**src/verilog/mont_pkg.sv**
```systemverilog
//~~~~~~~~~~~~~~~~~~~~~~~~~~~~~~~~~~~~~~~~~~~~~~~~~~~~~~~~~~~~~~~~~~~~~~~~~~
// Montgomery exponentiator shared definitions
//~~~~~~~~~~~~~~~~~~~~~~~~~~~~~~~~~~~~~~~~~~~~~~~~~~~~~~~~~~~~~~~~~~~~~~~~~~
`default_nettype none

package mont_pkg;

    localparam int WORD_WIDTH = 16;   // bits per operand word
    localparam int SEL_WIDTH  = 2;

    // operand select codes for the A and B inputs of a MonPro
    localparam logic [SEL_WIDTH-1:0] SEL_M_BAR = 2'd0;   // holds m until transformed
    localparam logic [SEL_WIDTH-1:0] SEL_C_BAR = 2'd1;
    localparam logic [SEL_WIDTH-1:0] SEL_T     = 2'd2;   // R^2 mod n
    localparam logic [SEL_WIDTH-1:0] SEL_ONE   = 2'd3;   // the integer 1

    // multiply-add result, whole or split into carry and sum words
    typedef union packed {
        logic [2*WORD_WIDTH-1:0] full;
        struct packed {
            logic [WORD_WIDTH-1:0] carry;
            logic [WORD_WIDTH-1:0] sum;
        } parts;
    } mul_add_result_u;

endpackage

`default_nettype wire

```
**src/verilog/mont_ifs.sv**
```systemverilog
//~~~~~~~~~~~~~~~~~~~~~~~~~~~~~~~~~~~~~~~~~~~~~~~~~~~~~~~~~~~~~~~~~~~~~~~~~~
// MonPro command and operand access interfaces
//~~~~~~~~~~~~~~~~~~~~~~~~~~~~~~~~~~~~~~~~~~~~~~~~~~~~~~~~~~~~~~~~~~~~~~~~~~
`timescale 1ns/1ps
`default_nettype none

interface mm_cmd_if;
    import mont_pkg::*;

    logic                 start;   // one cycle, engine idle only
    logic [SEL_WIDTH-1:0] a_sel;
    logic [SEL_WIDTH-1:0] b_sel;
    logic                 done;    // result already in its bank

    modport ctrl (
        output start,
        output a_sel,
        output b_sel,
        input  done
    );

    modport engine (
        input  start,
        input  a_sel,
        input  b_sel,
        output done
    );
endinterface

interface operand_if #(
    parameter int NUM_WORDS = 2
);
    import mont_pkg::*;

    logic [SEL_WIDTH-1:0]         a_sel;
    logic [SEL_WIDTH-1:0]         b_sel;
    logic [$clog2(NUM_WORDS)-1:0] a_idx;
    logic [$clog2(NUM_WORDS)-1:0] b_idx;
    logic [$clog2(NUM_WORDS)-1:0] n_idx;
    logic                         wr_en;
    logic [$clog2(NUM_WORDS)-1:0] wr_idx;
    logic [WORD_WIDTH-1:0]        wr_word;
    logic [WORD_WIDTH-1:0]        a_word;    // combinational read data
    logic [WORD_WIDTH-1:0]        b_word;
    logic [WORD_WIDTH-1:0]        n_word;
    logic [WORD_WIDTH-1:0]        nprime0;

    modport store (
        input  a_sel, b_sel, a_idx, b_idx, n_idx, wr_en, wr_idx, wr_word,
        output a_word, b_word, n_word, nprime0
    );

    modport engine (
        output a_sel, b_sel, a_idx, b_idx, n_idx, wr_en, wr_idx, wr_word,
        input  a_word, b_word, n_word, nprime0
    );
endinterface

`default_nettype wire

```
**src/verilog/mul_add_unit.sv**
```systemverilog
//~~~~~~~~~~~~~~~~~~~~~~~~~~~~~~~~~~~~~~~~~~~~~~~~~~~~~~~~~~~~~~~~~~~~~~~~~~
// Registered word multiply-add
//~~~~~~~~~~~~~~~~~~~~~~~~~~~~~~~~~~~~~~~~~~~~~~~~~~~~~~~~~~~~~~~~~~~~~~~~~~
`timescale 1ns/1ps
`default_nettype none

module mul_add_unit (
    input  logic                            clk,
    input  logic [mont_pkg::WORD_WIDTH-1:0] x,
    input  logic [mont_pkg::WORD_WIDTH-1:0] y,
    input  logic [mont_pkg::WORD_WIDTH-1:0] z,
    input  logic [mont_pkg::WORD_WIDTH-1:0] carry_in,
    output mont_pkg::mul_add_result_u       result
);
    import mont_pkg::*;

    localparam int DW = 2 * WORD_WIDTH;

    // worst case (2^w-1)^2 + 2(2^w-1) still fits in two words
    always_ff @(posedge clk) begin
        result.full <= DW'(x) * DW'(y) + DW'(z) + DW'(carry_in);
    end

endmodule

`default_nettype wire

```
**src/verilog/operand_store.sv**
```systemverilog
//~~~~~~~~~~~~~~~~~~~~~~~~~~~~~~~~~~~~~~~~~~~~~~~~~~~~~~~~~~~~~~~~~~~~~~~~~~
// Operand word banks
//~~~~~~~~~~~~~~~~~~~~~~~~~~~~~~~~~~~~~~~~~~~~~~~~~~~~~~~~~~~~~~~~~~~~~~~~~~
`timescale 1ns/1ps
`default_nettype none

module operand_store #(
    parameter int NUM_WORDS = 2
) (
    input  logic                                                clk,
    input  logic                                                reset,
    input  logic                                                load_valid,
    input  logic                                                load_ready,
    input  logic [mont_pkg::WORD_WIDTH-1:0]                     m_word,
    input  logic [mont_pkg::WORD_WIDTH-1:0]                     e_word,
    input  logic [mont_pkg::WORD_WIDTH-1:0]                     n_word,
    input  logic [mont_pkg::WORD_WIDTH-1:0]                     r_word,
    input  logic [mont_pkg::WORD_WIDTH-1:0]                     t_word,
    input  logic [mont_pkg::WORD_WIDTH-1:0]                     nprime0,
    input  logic                                                copy_r,
    input  logic [$clog2(NUM_WORDS*mont_pkg::WORD_WIDTH)-1:0]   e_bit_idx,
    output logic                                                e_bit,
    input  logic [$clog2(NUM_WORDS)-1:0]                        res_idx,
    output logic [mont_pkg::WORD_WIDTH-1:0]                     c_bar_word,
    operand_if.store                                            ops
);
    import mont_pkg::*;

    localparam int IDX_W = $clog2(NUM_WORDS);
    localparam logic [IDX_W-1:0] LAST_IDX = IDX_W'(NUM_WORDS - 1);

    logic [WORD_WIDTH-1:0]           m_bar  [NUM_WORDS];   // m, then m * R mod n
    logic [WORD_WIDTH-1:0]           c_bar  [NUM_WORDS];
    logic [WORD_WIDTH-1:0]           n_bank [NUM_WORDS];
    logic [WORD_WIDTH-1:0]           r_bank [NUM_WORDS];
    logic [WORD_WIDTH-1:0]           t_bank [NUM_WORDS];
    logic [NUM_WORDS*WORD_WIDTH-1:0] e_bits;               // flat for bit scan
    logic [WORD_WIDTH-1:0]           nprime0_q;
    logic [IDX_W-1:0]                load_idx;
    logic                            load_fire;
    logic                            wr_m_bar;

    assign load_fire = load_valid && load_ready;
    assign wr_m_bar  = (ops.a_sel == SEL_M_BAR) && (ops.b_sel == SEL_T);

    always_ff @(posedge clk or posedge reset) begin
        if (reset) begin
            load_idx <= '0;
        end else if (load_fire) begin
            load_idx <= (load_idx == LAST_IDX) ? '0 : load_idx + 1'b1;
        end
    end

    always_ff @(posedge clk) begin
        if (load_fire) begin
            m_bar[load_idx]  <= m_word;
            n_bank[load_idx] <= n_word;
            r_bank[load_idx] <= r_word;
            t_bank[load_idx] <= t_word;
            e_bits[load_idx*WORD_WIDTH +: WORD_WIDTH] <= e_word;
            if (load_idx == '0) begin
                nprime0_q <= nprime0;   // only word 0 of n' is needed
            end
        end
        if (copy_r) begin
            c_bar <= r_bank;            // c_bar starts as 1 in Montgomery form
        end
        if (ops.wr_en) begin
            if (wr_m_bar) begin
                m_bar[ops.wr_idx] <= ops.wr_word;
            end else begin
                c_bar[ops.wr_idx] <= ops.wr_word;
            end
        end
    end

    function automatic logic [WORD_WIDTH-1:0] read_sel(input logic [SEL_WIDTH-1:0] sel,
                                                      input logic [IDX_W-1:0]     idx);
        case (sel)
            SEL_M_BAR: read_sel = m_bar[idx];
            SEL_C_BAR: read_sel = c_bar[idx];
            SEL_T:     read_sel = t_bank[idx];
            default:   read_sel = (idx == '0) ? WORD_WIDTH'(1) : '0;
        endcase
    endfunction

    always_comb begin
        ops.a_word = read_sel(ops.a_sel, ops.a_idx);
        ops.b_word = read_sel(ops.b_sel, ops.b_idx);
    end

    assign ops.n_word  = n_bank[ops.n_idx];
    assign ops.nprime0 = nprime0_q;
    assign e_bit       = e_bits[e_bit_idx];
    assign c_bar_word  = c_bar[res_idx];

endmodule

`default_nettype wire

```
**src/verilog/mont_mult.sv**
```systemverilog
//~~~~~~~~~~~~~~~~~~~~~~~~~~~~~~~~~~~~~~~~~~~~~~~~~~~~~~~~~~~~~~~~~~~~~~~~~~
// Word-serial MonPro engine
//~~~~~~~~~~~~~~~~~~~~~~~~~~~~~~~~~~~~~~~~~~~~~~~~~~~~~~~~~~~~~~~~~~~~~~~~~~
`timescale 1ns/1ps
`default_nettype none

module mont_mult #(
    parameter int NUM_WORDS = 2
) (
    input  logic      clk,
    input  logic      reset,
    mm_cmd_if.engine  cmd,
    operand_if.engine ops
);
    import mont_pkg::*;

    localparam int IDX_W = $clog2(NUM_WORDS);
    localparam logic [IDX_W-1:0] LAST_IDX = IDX_W'(NUM_WORDS - 1);

    localparam logic [2:0] PH_ACC = 3'd0;   // v += a_i * B
    localparam logic [2:0] PH_TOP = 3'd1;   // carry into v[s], v[s+1]
    localparam logic [2:0] PH_QUO = 3'd2;   // q = v0 * n'0 mod 2^w
    localparam logic [2:0] PH_RED = 3'd3;   // v = (v + q * N) >> w
    localparam logic [2:0] PH_FD1 = 3'd4;   // v[s-1] = v[s] + C
    localparam logic [2:0] PH_FD2 = 3'd5;   // v[s] = v[s+1] + C

    logic [WORD_WIDTH-1:0] v [NUM_WORDS+2];
    logic [WORD_WIDTH-1:0] carry;
    logic [WORD_WIDTH-1:0] q;
    logic                  busy;
    logic                  capture;         // second cycle of a step
    logic [2:0]            phase;
    logic [IDX_W-1:0]      i_idx;
    logic [IDX_W-1:0]      j_idx;
    logic [SEL_WIDTH-1:0]  a_sel_q;
    logic [SEL_WIDTH-1:0]  b_sel_q;
    logic [WORD_WIDTH-1:0] x;
    logic [WORD_WIDTH-1:0] y;
    logic [WORD_WIDTH-1:0] z;
    logic [WORD_WIDTH-1:0] c_in;
    logic                  last_iter;
    mul_add_result_u       res;

    mul_add_unit mul_add_i (
        .clk      (clk),
        .x        (x),
        .y        (y),
        .z        (z),
        .carry_in (c_in),
        .result   (res)
    );

    assign last_iter = (i_idx == LAST_IDX);

    assign ops.a_sel = a_sel_q;
    assign ops.b_sel = b_sel_q;
    assign ops.a_idx = i_idx;
    assign ops.b_idx = j_idx;
    assign ops.n_idx = j_idx;

    // result words leave while the last pass reduces, A and B are no longer read
    assign ops.wr_en   = busy && capture && last_iter &&
                         ((phase == PH_RED && j_idx != '0) || phase == PH_FD1);
    assign ops.wr_idx  = (phase == PH_FD1) ? LAST_IDX : j_idx - 1'b1;
    assign ops.wr_word = res.parts.sum;

    always_comb begin
        x    = '0;
        y    = '0;
        z    = '0;
        c_in = carry;
        case (phase)
            PH_ACC: begin
                x = ops.a_word;
                y = ops.b_word;
                z = v[j_idx];
                if (j_idx == '0) begin
                    c_in = '0;              // fresh carry each outer pass
                end
            end
            PH_TOP: z = v[NUM_WORDS];
            PH_QUO: begin
                x    = v[0];
                y    = ops.nprime0;
                c_in = '0;
            end
            PH_RED: begin
                x = q;
                y = ops.n_word;
                z = v[j_idx];
                if (j_idx == '0) begin
                    c_in = '0;
                end
            end
            PH_FD1:  z = v[NUM_WORDS];
            default: z = v[NUM_WORDS+1];
        endcase
    end

    always_ff @(posedge clk) begin
        if (!busy && cmd.start) begin
            a_sel_q <= cmd.a_sel;
            b_sel_q <= cmd.b_sel;
        end
        if (busy && capture && phase == PH_QUO) begin
            q <= res.parts.sum;
        end
    end

    always_ff @(posedge clk or posedge reset) begin
        if (reset) begin
            busy     <= 1'b0;
            capture  <= 1'b0;
            phase    <= PH_ACC;
            i_idx    <= '0;
            j_idx    <= '0;
            carry    <= '0;
            cmd.done <= 1'b0;
            for (int k = 0; k < NUM_WORDS + 2; k++) begin
                v[k] <= '0;
            end
        end else begin
            cmd.done <= 1'b0;
            if (!busy) begin
                busy <= cmd.start;
            end else if (!capture) begin
                capture <= 1'b1;            // issue cycle, unit registers inputs
            end else begin
                capture <= 1'b0;
                case (phase)
                    PH_ACC, PH_RED: begin
                        if (phase == PH_ACC) begin
                            v[j_idx] <= res.parts.sum;
                        end else if (j_idx != '0) begin
                            v[j_idx - 1'b1] <= res.parts.sum;
                        end
                        carry <= res.parts.carry;
                        if (j_idx == LAST_IDX) begin
                            j_idx <= '0;
                            phase <= phase + 3'd1;
                        end else begin
                            j_idx <= j_idx + 1'b1;
                        end
                    end
                    PH_TOP: begin
                        v[NUM_WORDS]   <= res.parts.sum;
                        v[NUM_WORDS+1] <= res.parts.carry;
                        phase          <= PH_QUO;
                    end
                    PH_QUO: phase <= PH_RED;
                    PH_FD1: begin
                        v[NUM_WORDS-1] <= res.parts.sum;
                        carry          <= res.parts.carry;
                        phase          <= PH_FD2;
                    end
                    default: begin
                        v[NUM_WORDS] <= res.parts.sum;
                        phase        <= PH_ACC;
                        if (last_iter) begin
                            i_idx    <= '0;
                            busy     <= 1'b0;
                            cmd.done <= 1'b1;
                            carry    <= '0;
                            for (int k = 0; k < NUM_WORDS + 2; k++) begin
                                v[k] <= '0;   // ready for the next MonPro
                            end
                        end else begin
                            i_idx <= i_idx + 1'b1;
                        end
                    end
                endcase
            end
        end
    end

endmodule

`default_nettype wire

```
**src/verilog/mod_exp_ctrl.sv**
```systemverilog
//~~~~~~~~~~~~~~~~~~~~~~~~~~~~~~~~~~~~~~~~~~~~~~~~~~~~~~~~~~~~~~~~~~~~~~~~~~
// Exponentiation sequencer
//~~~~~~~~~~~~~~~~~~~~~~~~~~~~~~~~~~~~~~~~~~~~~~~~~~~~~~~~~~~~~~~~~~~~~~~~~~
`timescale 1ns/1ps
`default_nettype none

module mod_exp_ctrl #(
    parameter int NUM_WORDS = 2
) (
    input  logic                                              clk,
    input  logic                                              reset,
    input  logic                                              load_valid,
    output logic                                              load_ready,
    output logic                                              res_valid,
    input  logic                                              res_ready,
    output logic [mont_pkg::WORD_WIDTH-1:0]                   res_word,
    output logic                                              copy_r,
    output logic [$clog2(NUM_WORDS*mont_pkg::WORD_WIDTH)-1:0] e_bit_idx,
    input  logic                                              e_bit,
    mm_cmd_if.ctrl                                            cmd,
    input  logic [mont_pkg::WORD_WIDTH-1:0]                   c_bar_word,
    output logic [$clog2(NUM_WORDS)-1:0]                      res_idx
);
    import mont_pkg::*;

    localparam int IDX_W = $clog2(NUM_WORDS);
    localparam int BIT_W = $clog2(NUM_WORDS * WORD_WIDTH);
    localparam logic [IDX_W-1:0] LAST_IDX = IDX_W'(NUM_WORDS - 1);
    localparam logic [BIT_W-1:0] TOP_BIT  = BIT_W'(NUM_WORDS * WORD_WIDTH - 1);

    localparam logic [2:0] S_LOAD  = 3'd0;
    localparam logic [2:0] S_ISSUE = 3'd1;   // start pulse to the engine
    localparam logic [2:0] S_WAIT  = 3'd2;
    localparam logic [2:0] S_SCAN  = 3'd3;   // leading one search
    localparam logic [2:0] S_OUT   = 3'd4;

    localparam logic [1:0] OP_MBAR  = 2'd0;  // m_bar = MonPro(m, t)
    localparam logic [1:0] OP_SQR   = 2'd1;
    localparam logic [1:0] OP_MUL   = 2'd2;
    localparam logic [1:0] OP_FINAL = 2'd3;  // MonPro(1, c_bar)

    logic [2:0]       state;
    logic [1:0]       op;
    logic [IDX_W-1:0] load_idx;

    assign load_ready = (state == S_LOAD);
    assign res_valid  = (state == S_OUT);
    assign res_word   = c_bar_word;
    assign cmd.start  = (state == S_ISSUE);
    assign copy_r     = (state == S_ISSUE) && (op == OP_MBAR);

    always_comb begin
        case (op)
            OP_MBAR: begin
                cmd.a_sel = SEL_M_BAR;
                cmd.b_sel = SEL_T;
            end
            OP_SQR: begin
                cmd.a_sel = SEL_C_BAR;
                cmd.b_sel = SEL_C_BAR;
            end
            OP_MUL: begin
                cmd.a_sel = SEL_C_BAR;
                cmd.b_sel = SEL_M_BAR;
            end
            default: begin
                cmd.a_sel = SEL_ONE;
                cmd.b_sel = SEL_C_BAR;
            end
        endcase
    end

    always_ff @(posedge clk or posedge reset) begin
        if (reset) begin
            state     <= S_LOAD;
            op        <= OP_MBAR;
            load_idx  <= '0;
            res_idx   <= '0;
            e_bit_idx <= TOP_BIT;
        end else begin
            case (state)
                S_LOAD: begin
                    if (load_valid) begin
                        load_idx <= (load_idx == LAST_IDX) ? '0 : load_idx + 1'b1;
                        if (load_idx == LAST_IDX) begin
                            op    <= OP_MBAR;
                            state <= S_ISSUE;
                        end
                    end
                end
                S_ISSUE: state <= S_WAIT;
                S_SCAN: begin
                    if (e_bit) begin
                        op    <= OP_SQR;
                        state <= S_ISSUE;
                    end else if (e_bit_idx == '0) begin
                        op    <= OP_FINAL;         // e is zero, result is 1
                        state <= S_ISSUE;
                    end else begin
                        e_bit_idx <= e_bit_idx - 1'b1;
                    end
                end
                S_WAIT: begin
                    if (cmd.done) begin
                        state <= S_ISSUE;
                        case (op)
                            OP_MBAR: begin
                                e_bit_idx <= TOP_BIT;
                                state     <= S_SCAN;
                            end
                            OP_SQR, OP_MUL: begin
                                if (op == OP_SQR && e_bit) begin
                                    op <= OP_MUL;
                                end else if (e_bit_idx == '0) begin
                                    op <= OP_FINAL;
                                end else begin
                                    e_bit_idx <= e_bit_idx - 1'b1;
                                    op        <= OP_SQR;
                                end
                            end
                            default: state <= S_OUT;
                        endcase
                    end
                end
                S_OUT: begin
                    if (res_ready) begin
                        res_idx <= (res_idx == LAST_IDX) ? '0 : res_idx + 1'b1;
                        if (res_idx == LAST_IDX) begin
                            state <= S_LOAD;
                        end
                    end
                end
                default: state <= S_LOAD;
            endcase
        end
    end

endmodule

`default_nettype wire

```
**src/verilog/mod_exp.sv**
```systemverilog
//~~~~~~~~~~~~~~~~~~~~~~~~~~~~~~~~~~~~~~~~~~~~~~~~~~~~~~~~~~~~~~~~~~~~~~~~~~
// Montgomery modular exponentiator top
//~~~~~~~~~~~~~~~~~~~~~~~~~~~~~~~~~~~~~~~~~~~~~~~~~~~~~~~~~~~~~~~~~~~~~~~~~~
`timescale 1ns/1ps
`default_nettype none

module mod_exp #(
    parameter int NUM_WORDS = 2
) (
    input  logic                            clk,
    input  logic                            reset,
    input  logic                            load_valid,
    output logic                            load_ready,
    input  logic [mont_pkg::WORD_WIDTH-1:0] m_word,
    input  logic [mont_pkg::WORD_WIDTH-1:0] e_word,
    input  logic [mont_pkg::WORD_WIDTH-1:0] n_word,
    input  logic [mont_pkg::WORD_WIDTH-1:0] r_word,
    input  logic [mont_pkg::WORD_WIDTH-1:0] t_word,
    input  logic [mont_pkg::WORD_WIDTH-1:0] nprime0,
    output logic                            res_valid,
    input  logic                            res_ready,
    output logic [mont_pkg::WORD_WIDTH-1:0] res_word
);
    import mont_pkg::*;

    logic                                    copy_r;
    logic [$clog2(NUM_WORDS*WORD_WIDTH)-1:0] e_bit_idx;
    logic                                    e_bit;
    logic [$clog2(NUM_WORDS)-1:0]            res_idx;
    logic [WORD_WIDTH-1:0]                   c_bar_word;

    mm_cmd_if                             cmd_if ();
    operand_if #(.NUM_WORDS(NUM_WORDS))   ops_if ();

    operand_store #(.NUM_WORDS(NUM_WORDS)) operand_store_i (
        .clk        (clk),
        .reset      (reset),
        .load_valid (load_valid),
        .load_ready (load_ready),
        .m_word     (m_word),
        .e_word     (e_word),
        .n_word     (n_word),
        .r_word     (r_word),
        .t_word     (t_word),
        .nprime0    (nprime0),
        .copy_r     (copy_r),
        .e_bit_idx  (e_bit_idx),
        .e_bit      (e_bit),
        .res_idx    (res_idx),
        .c_bar_word (c_bar_word),
        .ops        (ops_if.store)
    );

    mont_mult #(.NUM_WORDS(NUM_WORDS)) mont_mult_i (
        .clk   (clk),
        .reset (reset),
        .cmd   (cmd_if.engine),
        .ops   (ops_if.engine)
    );

    mod_exp_ctrl #(.NUM_WORDS(NUM_WORDS)) mod_exp_ctrl_i (
        .clk        (clk),
        .reset      (reset),
        .load_valid (load_valid),
        .load_ready (load_ready),
        .res_valid  (res_valid),
        .res_ready  (res_ready),
        .res_word   (res_word),
        .copy_r     (copy_r),
        .e_bit_idx  (e_bit_idx),
        .e_bit      (e_bit),
        .cmd        (cmd_if.ctrl),
        .c_bar_word (c_bar_word),
        .res_idx    (res_idx)
    );

endmodule

`default_nettype wire

```
**config.mk**
```make
export PLATFORM = sky130hd
export DESIGN_NAME = mod_exp
export DESIGN_NICKNAME = d
export VERILOG_FILES = /design/src/verilog/mont_pkg.sv /design/src/verilog/mont_ifs.sv /design/src/verilog/mul_add_unit.sv /design/src/verilog/operand_store.sv /design/src/verilog/mont_mult.sv /design/src/verilog/mod_exp_ctrl.sv /design/src/verilog/mod_exp.sv
export SDC_FILE = /design/constraint.sdc
export NUM_CORES = 1
export LEC_CHECK = 0
export BUFFER_PORTS_ARGS = -buffer_cell sky130_fd_sc_hd__buf_2
export CORE_ASPECT_RATIO = 1.1
export CORE_MARGIN = 5
export CORE_UTILIZATION = 44
export DETAILED_ROUTE_END_ITERATION = 16
export HOLD_SLACK_MARGIN = 0.02
export PLACE_DENSITY = 0.66
export SYNTH_ARGS = -nofsm -noshare
export SYNTH_HDL_FRONTEND = slang
export SYNTH_SLANG_ARGS = --single-unit
```
**constraint.sdc**
```tcl
create_clock -name clk -period 10.95 [get_ports clk]
set_clock_uncertainty 0.2 [all_clocks]
set_input_delay 2.19 -clock clk [delete_from_list [all_inputs] [get_ports clk]]
set_output_delay 2.19 -clock clk [all_outputs]
set_load 0.1 [all_outputs]
```
==> results of run 1 <==
## tightest hold or removal path: cells and delay by family (launching register included)
kind	cells	cell delay [ns]
and+or+nand+nor	1	0.05
DFF	1	0.33
AOI/OAI and AO/OA	1	0.06
## sequential cells by signal, summed over array words and instances (netlist names), 2 cells and up
register and count:
operand_store_i.ops.nprime0 16, mont_mult_i.mul_add_i.result 32, operand_store_i.e_bits 32, operand_store_i.n_bank 32
mod_exp_ctrl_i.op 2, mont_mult_i.phase 3, mod_exp_ctrl_i.state 3, mont_mult_i.ops.b_sel 2
operand_store_i.r_bank 32, mod_exp_ctrl_i.e_bit_idx 5, mont_mult_i.q 16, operand_store_i.t_bank 32
mont_mult_i.carry 16, operand_store_i.m_bar 32, mont_mult_i.v 64, mont_mult_i.ops.a_sel 2
operand_store_i.c_bar 32
## placed cells by master, fill, tap and decap left out, drive strengths merged, types with 96 or more instances in the layout
cell type,count
inv,316
nand2,257
fa,226
nor2,213
edfxtp,196
buf,162
ha,115
a21oi,109
mux2i,105
dfrtp,96
## area by class of cell
| cell class | instances | area (um2) | share of cell area |
|---|---|---|---|
| Clock buffer | 50 | 1070 | 0.0380 |
| Clock inverter | 20 | 213 | 0.00758 |
| Inverter | 312 | 1170 | 0.0418 |
| Multi-Input combinational cell | 1607 | 14000 | 0.500 |
| Sequential cell | 361 | 9700 | 0.346 |
| Tap cell | 752 | 941 | 0.0335 |
| Timing Repair Buffer | 162 | 923 | 0.0329 |
## logic make-up (layout without fill, tap and decap cells)
family / Yosys count / in the layout / share of synthesized area
XOR/XNOR: 32 / 32 / 0.0110
multiplexers: 188 / 188 / 0.0885
AO/OA/AOI/OAI: 380 / 380 / 0.0996
adder cells (fa/ha/maj): 341 / 341 / 0.235
buffers and inverters: 423 / 544 / 0.0664
AND/OR/NAND/NOR: 666 / 666 / 0.117
flip-flops: 361 / 361 / 0.382
## per-layer routing
layer | up-vias | track usage | share of wire
met5 | - | 0 | 0
met2 | 755 | 0.387 | 0.49
met1 | 9170 | 0.302 | 0.40
met4 | 0 | 0.0935 | 0.048
li1 | 8247 | - | -
met3 | 156 | 0.0331 | 0.066
## worst paths after layout
check / endpoint / slack [ns] / cells after the start
setup / recovery: mont_mult_i.mul_add_i.result[27]$_DFF_P_ / 1.94 / 25
min in group asynchronous: mont_mult_i.capture$_DFFE_PP0P_ / 1.37 / 2
hold reg to reg: mont_mult_i.carry[12]$_DFFE_PP0P_ / 0.25 / 2
setup reg to reg: mont_mult_i.mul_add_i.result[27]$_DFF_P_ / 1.94 / 25
hold / removal: mont_mult_i.carry[12]$_DFFE_PP0P_ / 0.25 / 2
max in group asynchronous: mont_mult_i.v[6]$_DFFE_PP0P_ / 7.78 / 3
## Yosys cell counts, types with 7 or more instances
cell type | count | area (um2)
inv_1 | 311 | 1170
nand2_1 | 257 | 965
fa_1 | 226 | 4520
nor2_1 | 212 | 796
edfxtp_1 | 196 | 5890
ha_1 | 115 | 1440
a21oi_1 | 109 | 546
mux2i_1 | 105 | 1050
dfrtp_1 | 96 | 2400
o21ai_0 | 83 | 415
clkbuf_1 | 66 | 248
dfxtp_1 | 64 | 1280
mux2_2 | 60 | 676
a22o_1 | 50 | 438
and2_1 | 44 | 275
nand2b_1 | 37 | 231
nor2b_1 | 32 | 200
buf_2 | 29 | 145
xnor2_1 | 25 | 219
mux4_2 | 23 | 518
nand3_1 | 23 | 115
o22ai_1 | 16 | 100
nor3_1 | 15 | 75.1
or3_1 | 15 | 93.8
a21o_1 | 14 | 105
a222oi_1 | 14 | 140
a211oi_1 | 13 | 97.6
a22oi_1 | 10 | 75.1
o211ai_1 | 10 | 75.1
o21bai_1 | 10 | 75.1
buf_4 | 8 | 60.1
o221ai_1 | 8 | 70.1
and3_1 | 7 | 43.8
xor2_1 | 7 | 61.3
## where the power goes
part | total, W | internal, W | switching (W)
clock | 0.00132 | 0.000748 | 0.000574
combinational | 0.0000396 | 0.0000184 | 0.0000212
sequential | 0.00143 | 0.00143 | 0
total | 0.00279 | 0.00219 | 0.000595
## metrics by stage
stage / total power [W] / instances / setup WS, ns / util
after floorplan: 0.00147 / 2391 / 3.55 / -
after global placement: 0.00150 / 3194 / 2.21 / 0.468
after detailed placement: 0.00150 / 3194 / 2.12 / 0.468
after CTS: 0.00281 / 3264 / 2.05 / 0.490
after global routing: 0.00287 / 3264 / 1.59 / 0.490
final: 0.00279 / 3264 / 1.94 / 0.490
==> impl_metrics.toml, run 1 <==
[global_route]
grt_max_degree = 85
grt_pass1_vias = 19000
grt_pass1_wl_um = 112000
grtUsageTotal = 0.230
grt-ovfl-total = 0
grt_antenna_before_repair = 0

[clock_network]
cts_root_buffer = "clkbuf_16"
postCtsSetupRepairBufs = 0
cts_repair_resize_count = 0
cts_buffers = 38
cts_tree = "yes"
cts.sinks = 361
clk-insertion-delay-late_ns = 0.58
cts_hold_buf = 0
cts_buffer_depth = 3
htreeDepth = 2
clk_pin_slew_ns = 0.07

[power]
p_leak_nw = 12.1
max-vdd-ir-drop_uv = 142
p_per_area_nw_per_um2 = 99.4

[routing]
detail_route.vias_per_cell = 5.62
via_count = 18300
dr.pass1.iters = 6
wire_per_inst_um = 22.0
drtAntennaViolNets = 0
first_iter_violations = 1931
drc = 0
wirelength_um = 71700

[floorplanning]
die_x_um = 239
core_um2 = 57200
dieHeight_um = 262
ioPinCount = 118
rows = 92
start_util = 0.443
dieArea_um2 = 62600

[layout]
nets = 2923
area_growth_pct = 10.6
final_area_um2 = 28100
drive_gt1_frac = 0.138
n_antenna_cell = 0
n_fill_cell = 5094

[sta]
fin_hold_ws_ns = 0.248
slew_headroom = 0.174
timing.final.crit_share = 0.823
slew_violations = 0
finalHoldViolations = 0
max_freq_ghz = 0.111
fin_crit_ns = 9.01
rsz0062_at_grt = "false"
finalSetupTns_ns = 0
worst-slew-pin-transition_ns = 1.23
finalSetupViolCount = 0

[setup_path]
critPathTopFamily = "adder cells"
cp_max_fo = 21
worstReg2RegStart = "mont_mult_i.phase[0]$_DFFE_PP0P_"
cpMostUsedCell = "fa_1"
critPathBufInv = 6
cp_slowest_cell = "nor2b_2"
path_class = "flop to flop"
worstSetupEndpointType = "flop"
critPathArrivalTime_ns = 9.24
cp.required_ns = 11.18
crit_start = "mont_mult_i.phase[0]$_DFFE_PP0P_"
startpoint_type = "flop"
cpPeakStageDelay_ns = 0.83

[placement]
place_area_um2 = 26800
numPortBuffers = 117
place_congestion = 0.958
dpl.hpwl_um = 55800

[yosys]
synth-edff-count = 196
ys_warn_count = 0
synthArstFlopShare = 0.280
netlist_area_um2 = 25400
netlist_instances = 2391
synth.avg_cell_area_um2 = 10.6
ys_seq_area_frac = 0.382
yosysUniqueCellTypes = 72
syn_nets = 2832
synth_flop_cell = "edfxtp_1"
synth_seq_cells = 361

[min_path]
worstHoldStart = "mont_mult_i.mul_add_i.result[28]$_DFF_P_"
holdCritPathClass = "flop to flop"

[run]
maxCapViolCount = 0

[status]
status = "complete, no violations"
Note: power is estimated with default switching activity, not from simulation.
==> run 2: changes to the inputs <==
--- a/config.mk
+++ b/config.mk
@@ -11,7 +11,7 @@
 export CORE_UTILIZATION = 44
 export DETAILED_ROUTE_END_ITERATION = 16
 export HOLD_SLACK_MARGIN = 0.02
-export PLACE_DENSITY = 0.66
+export PLACE_DENSITY = 0.69
 export SYNTH_ARGS = -nofsm -noshare
 export SYNTH_HDL_FRONTEND = slang
 export SYNTH_SLANG_ARGS = --single-unit
==> constraint.sdc (replaced) <==
create_clock -name clk -period 7.7 [get_ports clk]
set_clock_uncertainty 0.2 [all_clocks]
set_input_delay 1.54 -clock clk [delete_from_list [all_inputs] [get_ports clk]]
set_output_delay 1.54 -clock clk [all_outputs]
set_load 0.1 [all_outputs]
==> impl_metrics.toml, run 2 (same netlist as run 1, synthesis figures left out) <==
[status]
status = "complete, no violations"

[global_route]
grt_max_degree = 54
grt-ovfl-total = 0
grt_pass1_vias = 20200
grtUsageTotal = 0.246
grt_antenna_before_repair = 0
grt_pass1_wl_um = 119000

[clock_network]
cts_buffer_depth = 3
cts_root_buffer = "clkbuf_16"
cts_tree = "yes"
clk_pin_slew_ns = 0.06
cts_buffers = 39
clk-insertion-delay-late_ns = 0.58
htreeDepth = 2
cts.sinks = 361
cts_hold_buf = 0

[routing]
first_iter_violations = 1561
wirelength_um = 77900
wire_per_inst_um = 22.4
drc = 0
detail_route.vias_per_cell = 5.51
drtAntennaViolNets = 0
via_count = 19200
dr.pass1.iters = 7

[power]
power.share.clock = 0.484
pwr-share-comb = 0.014
p_per_area_nw_per_um2 = 133
swShare = 0.203
p_int_w = 0.00323
max-vdd-ir-drop_uv = 189
p_switching_w = 0.000822
power_frac_seq = 0.502
p_leak_nw = 13.3

[setup_path]
cp_max_fo = 30
cp_slowest_cell = "o41a_1"
worstSetupEndpointType = "flop"
cpMostUsedCell = "fa_1"
crit_start = "mont_mult_i.ops.b_sel[0]$_DFFE_PP_"
path_class = "flop to flop"
critPathBufInv = 8
cpPeakStageDelay_ns = 0.56
startpoint_type = "flop"
critPathTopFamily = "adder cells"
cp.required_ns = 7.97
worstReg2RegStart = "mont_mult_i.ops.b_sel[0]$_DFFE_PP_"
critPathArrivalTime_ns = 7.86

[layout]
largest_reg_flops = 64
n_antenna_cell = 0
largest_register = "mont_mult_i.v"
drive_gt1_frac = 0.239
layout_commonest_cell = "inv_1"
area_growth_pct = 20.0
most-common-layout-cells = "inv_1 (287), nand2_1 (255), buf_4 (222), fa_1 (220), nor2_1 (198)"
n_fill_cell = 4978
nets = 3134

[floorplanning]
dieHeight_um = 262
rows = 92
core_um2 = 57200
ioPinCount = 118
die_x_um = 239
start_util = 0.443
dieArea_um2 = 62600

[sta]
fin_ws_ns = 0.109
finalHoldViolations = 0
slew_headroom = 0.114
slew_violations = 0
timing.final.crit_share = 0.986
finalSetupViolCount = 0
max_freq_ghz = 0.132
rsz0062_at_grt = "true"
fin_hold_ws_ns = 0.261
worst-slew-pin-transition_ns = 1.32
fin_crit_ns = 7.59

[placement]
dpl.hpwl_um = 61300
numPortBuffers = 117
dp_slack_ns = -0.239
place_congestion = 0.942

[min_path]
holdCritPathClass = "flop to flop"
worstHoldStart = "mont_mult_i.mul_add_i.result[21]$_DFF_P_"

[run]
maxCapViolCount = 0
==> run 2: cell count changes in the layout (fill, tap and decap cells not counted), moves of 7 or more <==
cell	delta
inv_1	-23
ha_1	-12
buf_12	+18
a21oi_1	-16
buf_6	+13
o21ai_0	-7
ha_4	+11
a21oi_2	+17
nor2_2	+9
inv_2	+23
buf_4	+177
nor2_1	-11
==> run 2: area by class of cell <==
type,count,area (um2),share of cell area
clock buffers,54,1090,0.0359
flip-flops and latches,361,9700,0.319
inverters,312,1170,0.0385
clock inverters,17,241,0.00793
multi-input cells,1607,14500,0.476
repair buffers,372,2810,0.0923
well taps,752,941,0.0309
==> run 2: through the flow <==
step | power [W] | instance area, um2 | util | std cells | setup TNS, ns
2_1_floorplan | 0.00209 | 25400 | - | 2391 | 0
3_3_place_gp | 0.00213 | 28300 | 0.496 | 3376 | -0.457
3_5_place_dp | 0.00213 | 28300 | 0.496 | 3376 | -0.919
4_1_cts | 0.00408 | 29800 | 0.521 | 3457 | 0
5_1_grt | 0.00417 | 30400 | 0.532 | 3475 | -0.415
6_report | 0.00405 | 30400 | 0.532 | 3475 | 0
==> run 2: worst min-delay path: stages, from the launching register on <==
cell and delay (ns):
dfxtp_1 0.31, nand2_1 0.05, o21ai_0 0.06
==> run 2: power by group through the flow <==
stage / logic [W] / clock network, W / registers, W
floorplan: 0.0000176 / 0 / 0.00207
global placement: 0.0000544 / 0 / 0.00207
detailed placement: 0.0000568 / 0 / 0.00207
CTS: 0.0000569 / 0.00199 / 0.00203
global route: 0.0000629 / 0.00207 / 0.00203
finish: 0.0000562 / 0.00196 / 0.00203
==> run 2: final timing paths <==
kind	cells after the start	to	slack, ns
max	28	mont_mult_i.mul_add_i.result[27]$_DFF_P_	0.11
min	2	mont_mult_i.carry[5]$_DFFE_PP0P_	0.26
max reg2reg	28	mont_mult_i.mul_add_i.result[27]$_DFF_P_	0.11
min reg2reg	2	mont_mult_i.carry[5]$_DFFE_PP0P_	0.26
max in group asynchronous	3	mont_mult_i.v[5]$_DFFE_PP0P_	5.19
min in group asynchronous	2	mod_exp_ctrl_i.op[0]$_DFFE_PP0P_	0.92
==> run 2: layer usage <==
metal / part of all wire / track usage / vias to the layer above
met1: 0.40 / 0.314 / 9557
met3: 0.061 / 0.0375 / 184
met5: 0 / 0 / -
met2: 0.49 / 0.421 / 751
met4: 0.052 / 0.107 / 0
li1: - / - / 8668
==> run 2: what timing repair did <==
action	CTS	global route
buffers inserted	10	16
gates cloned	0	3
setup endpoints to repair	7	11
resized for setup	15	114
pin swaps	7	63
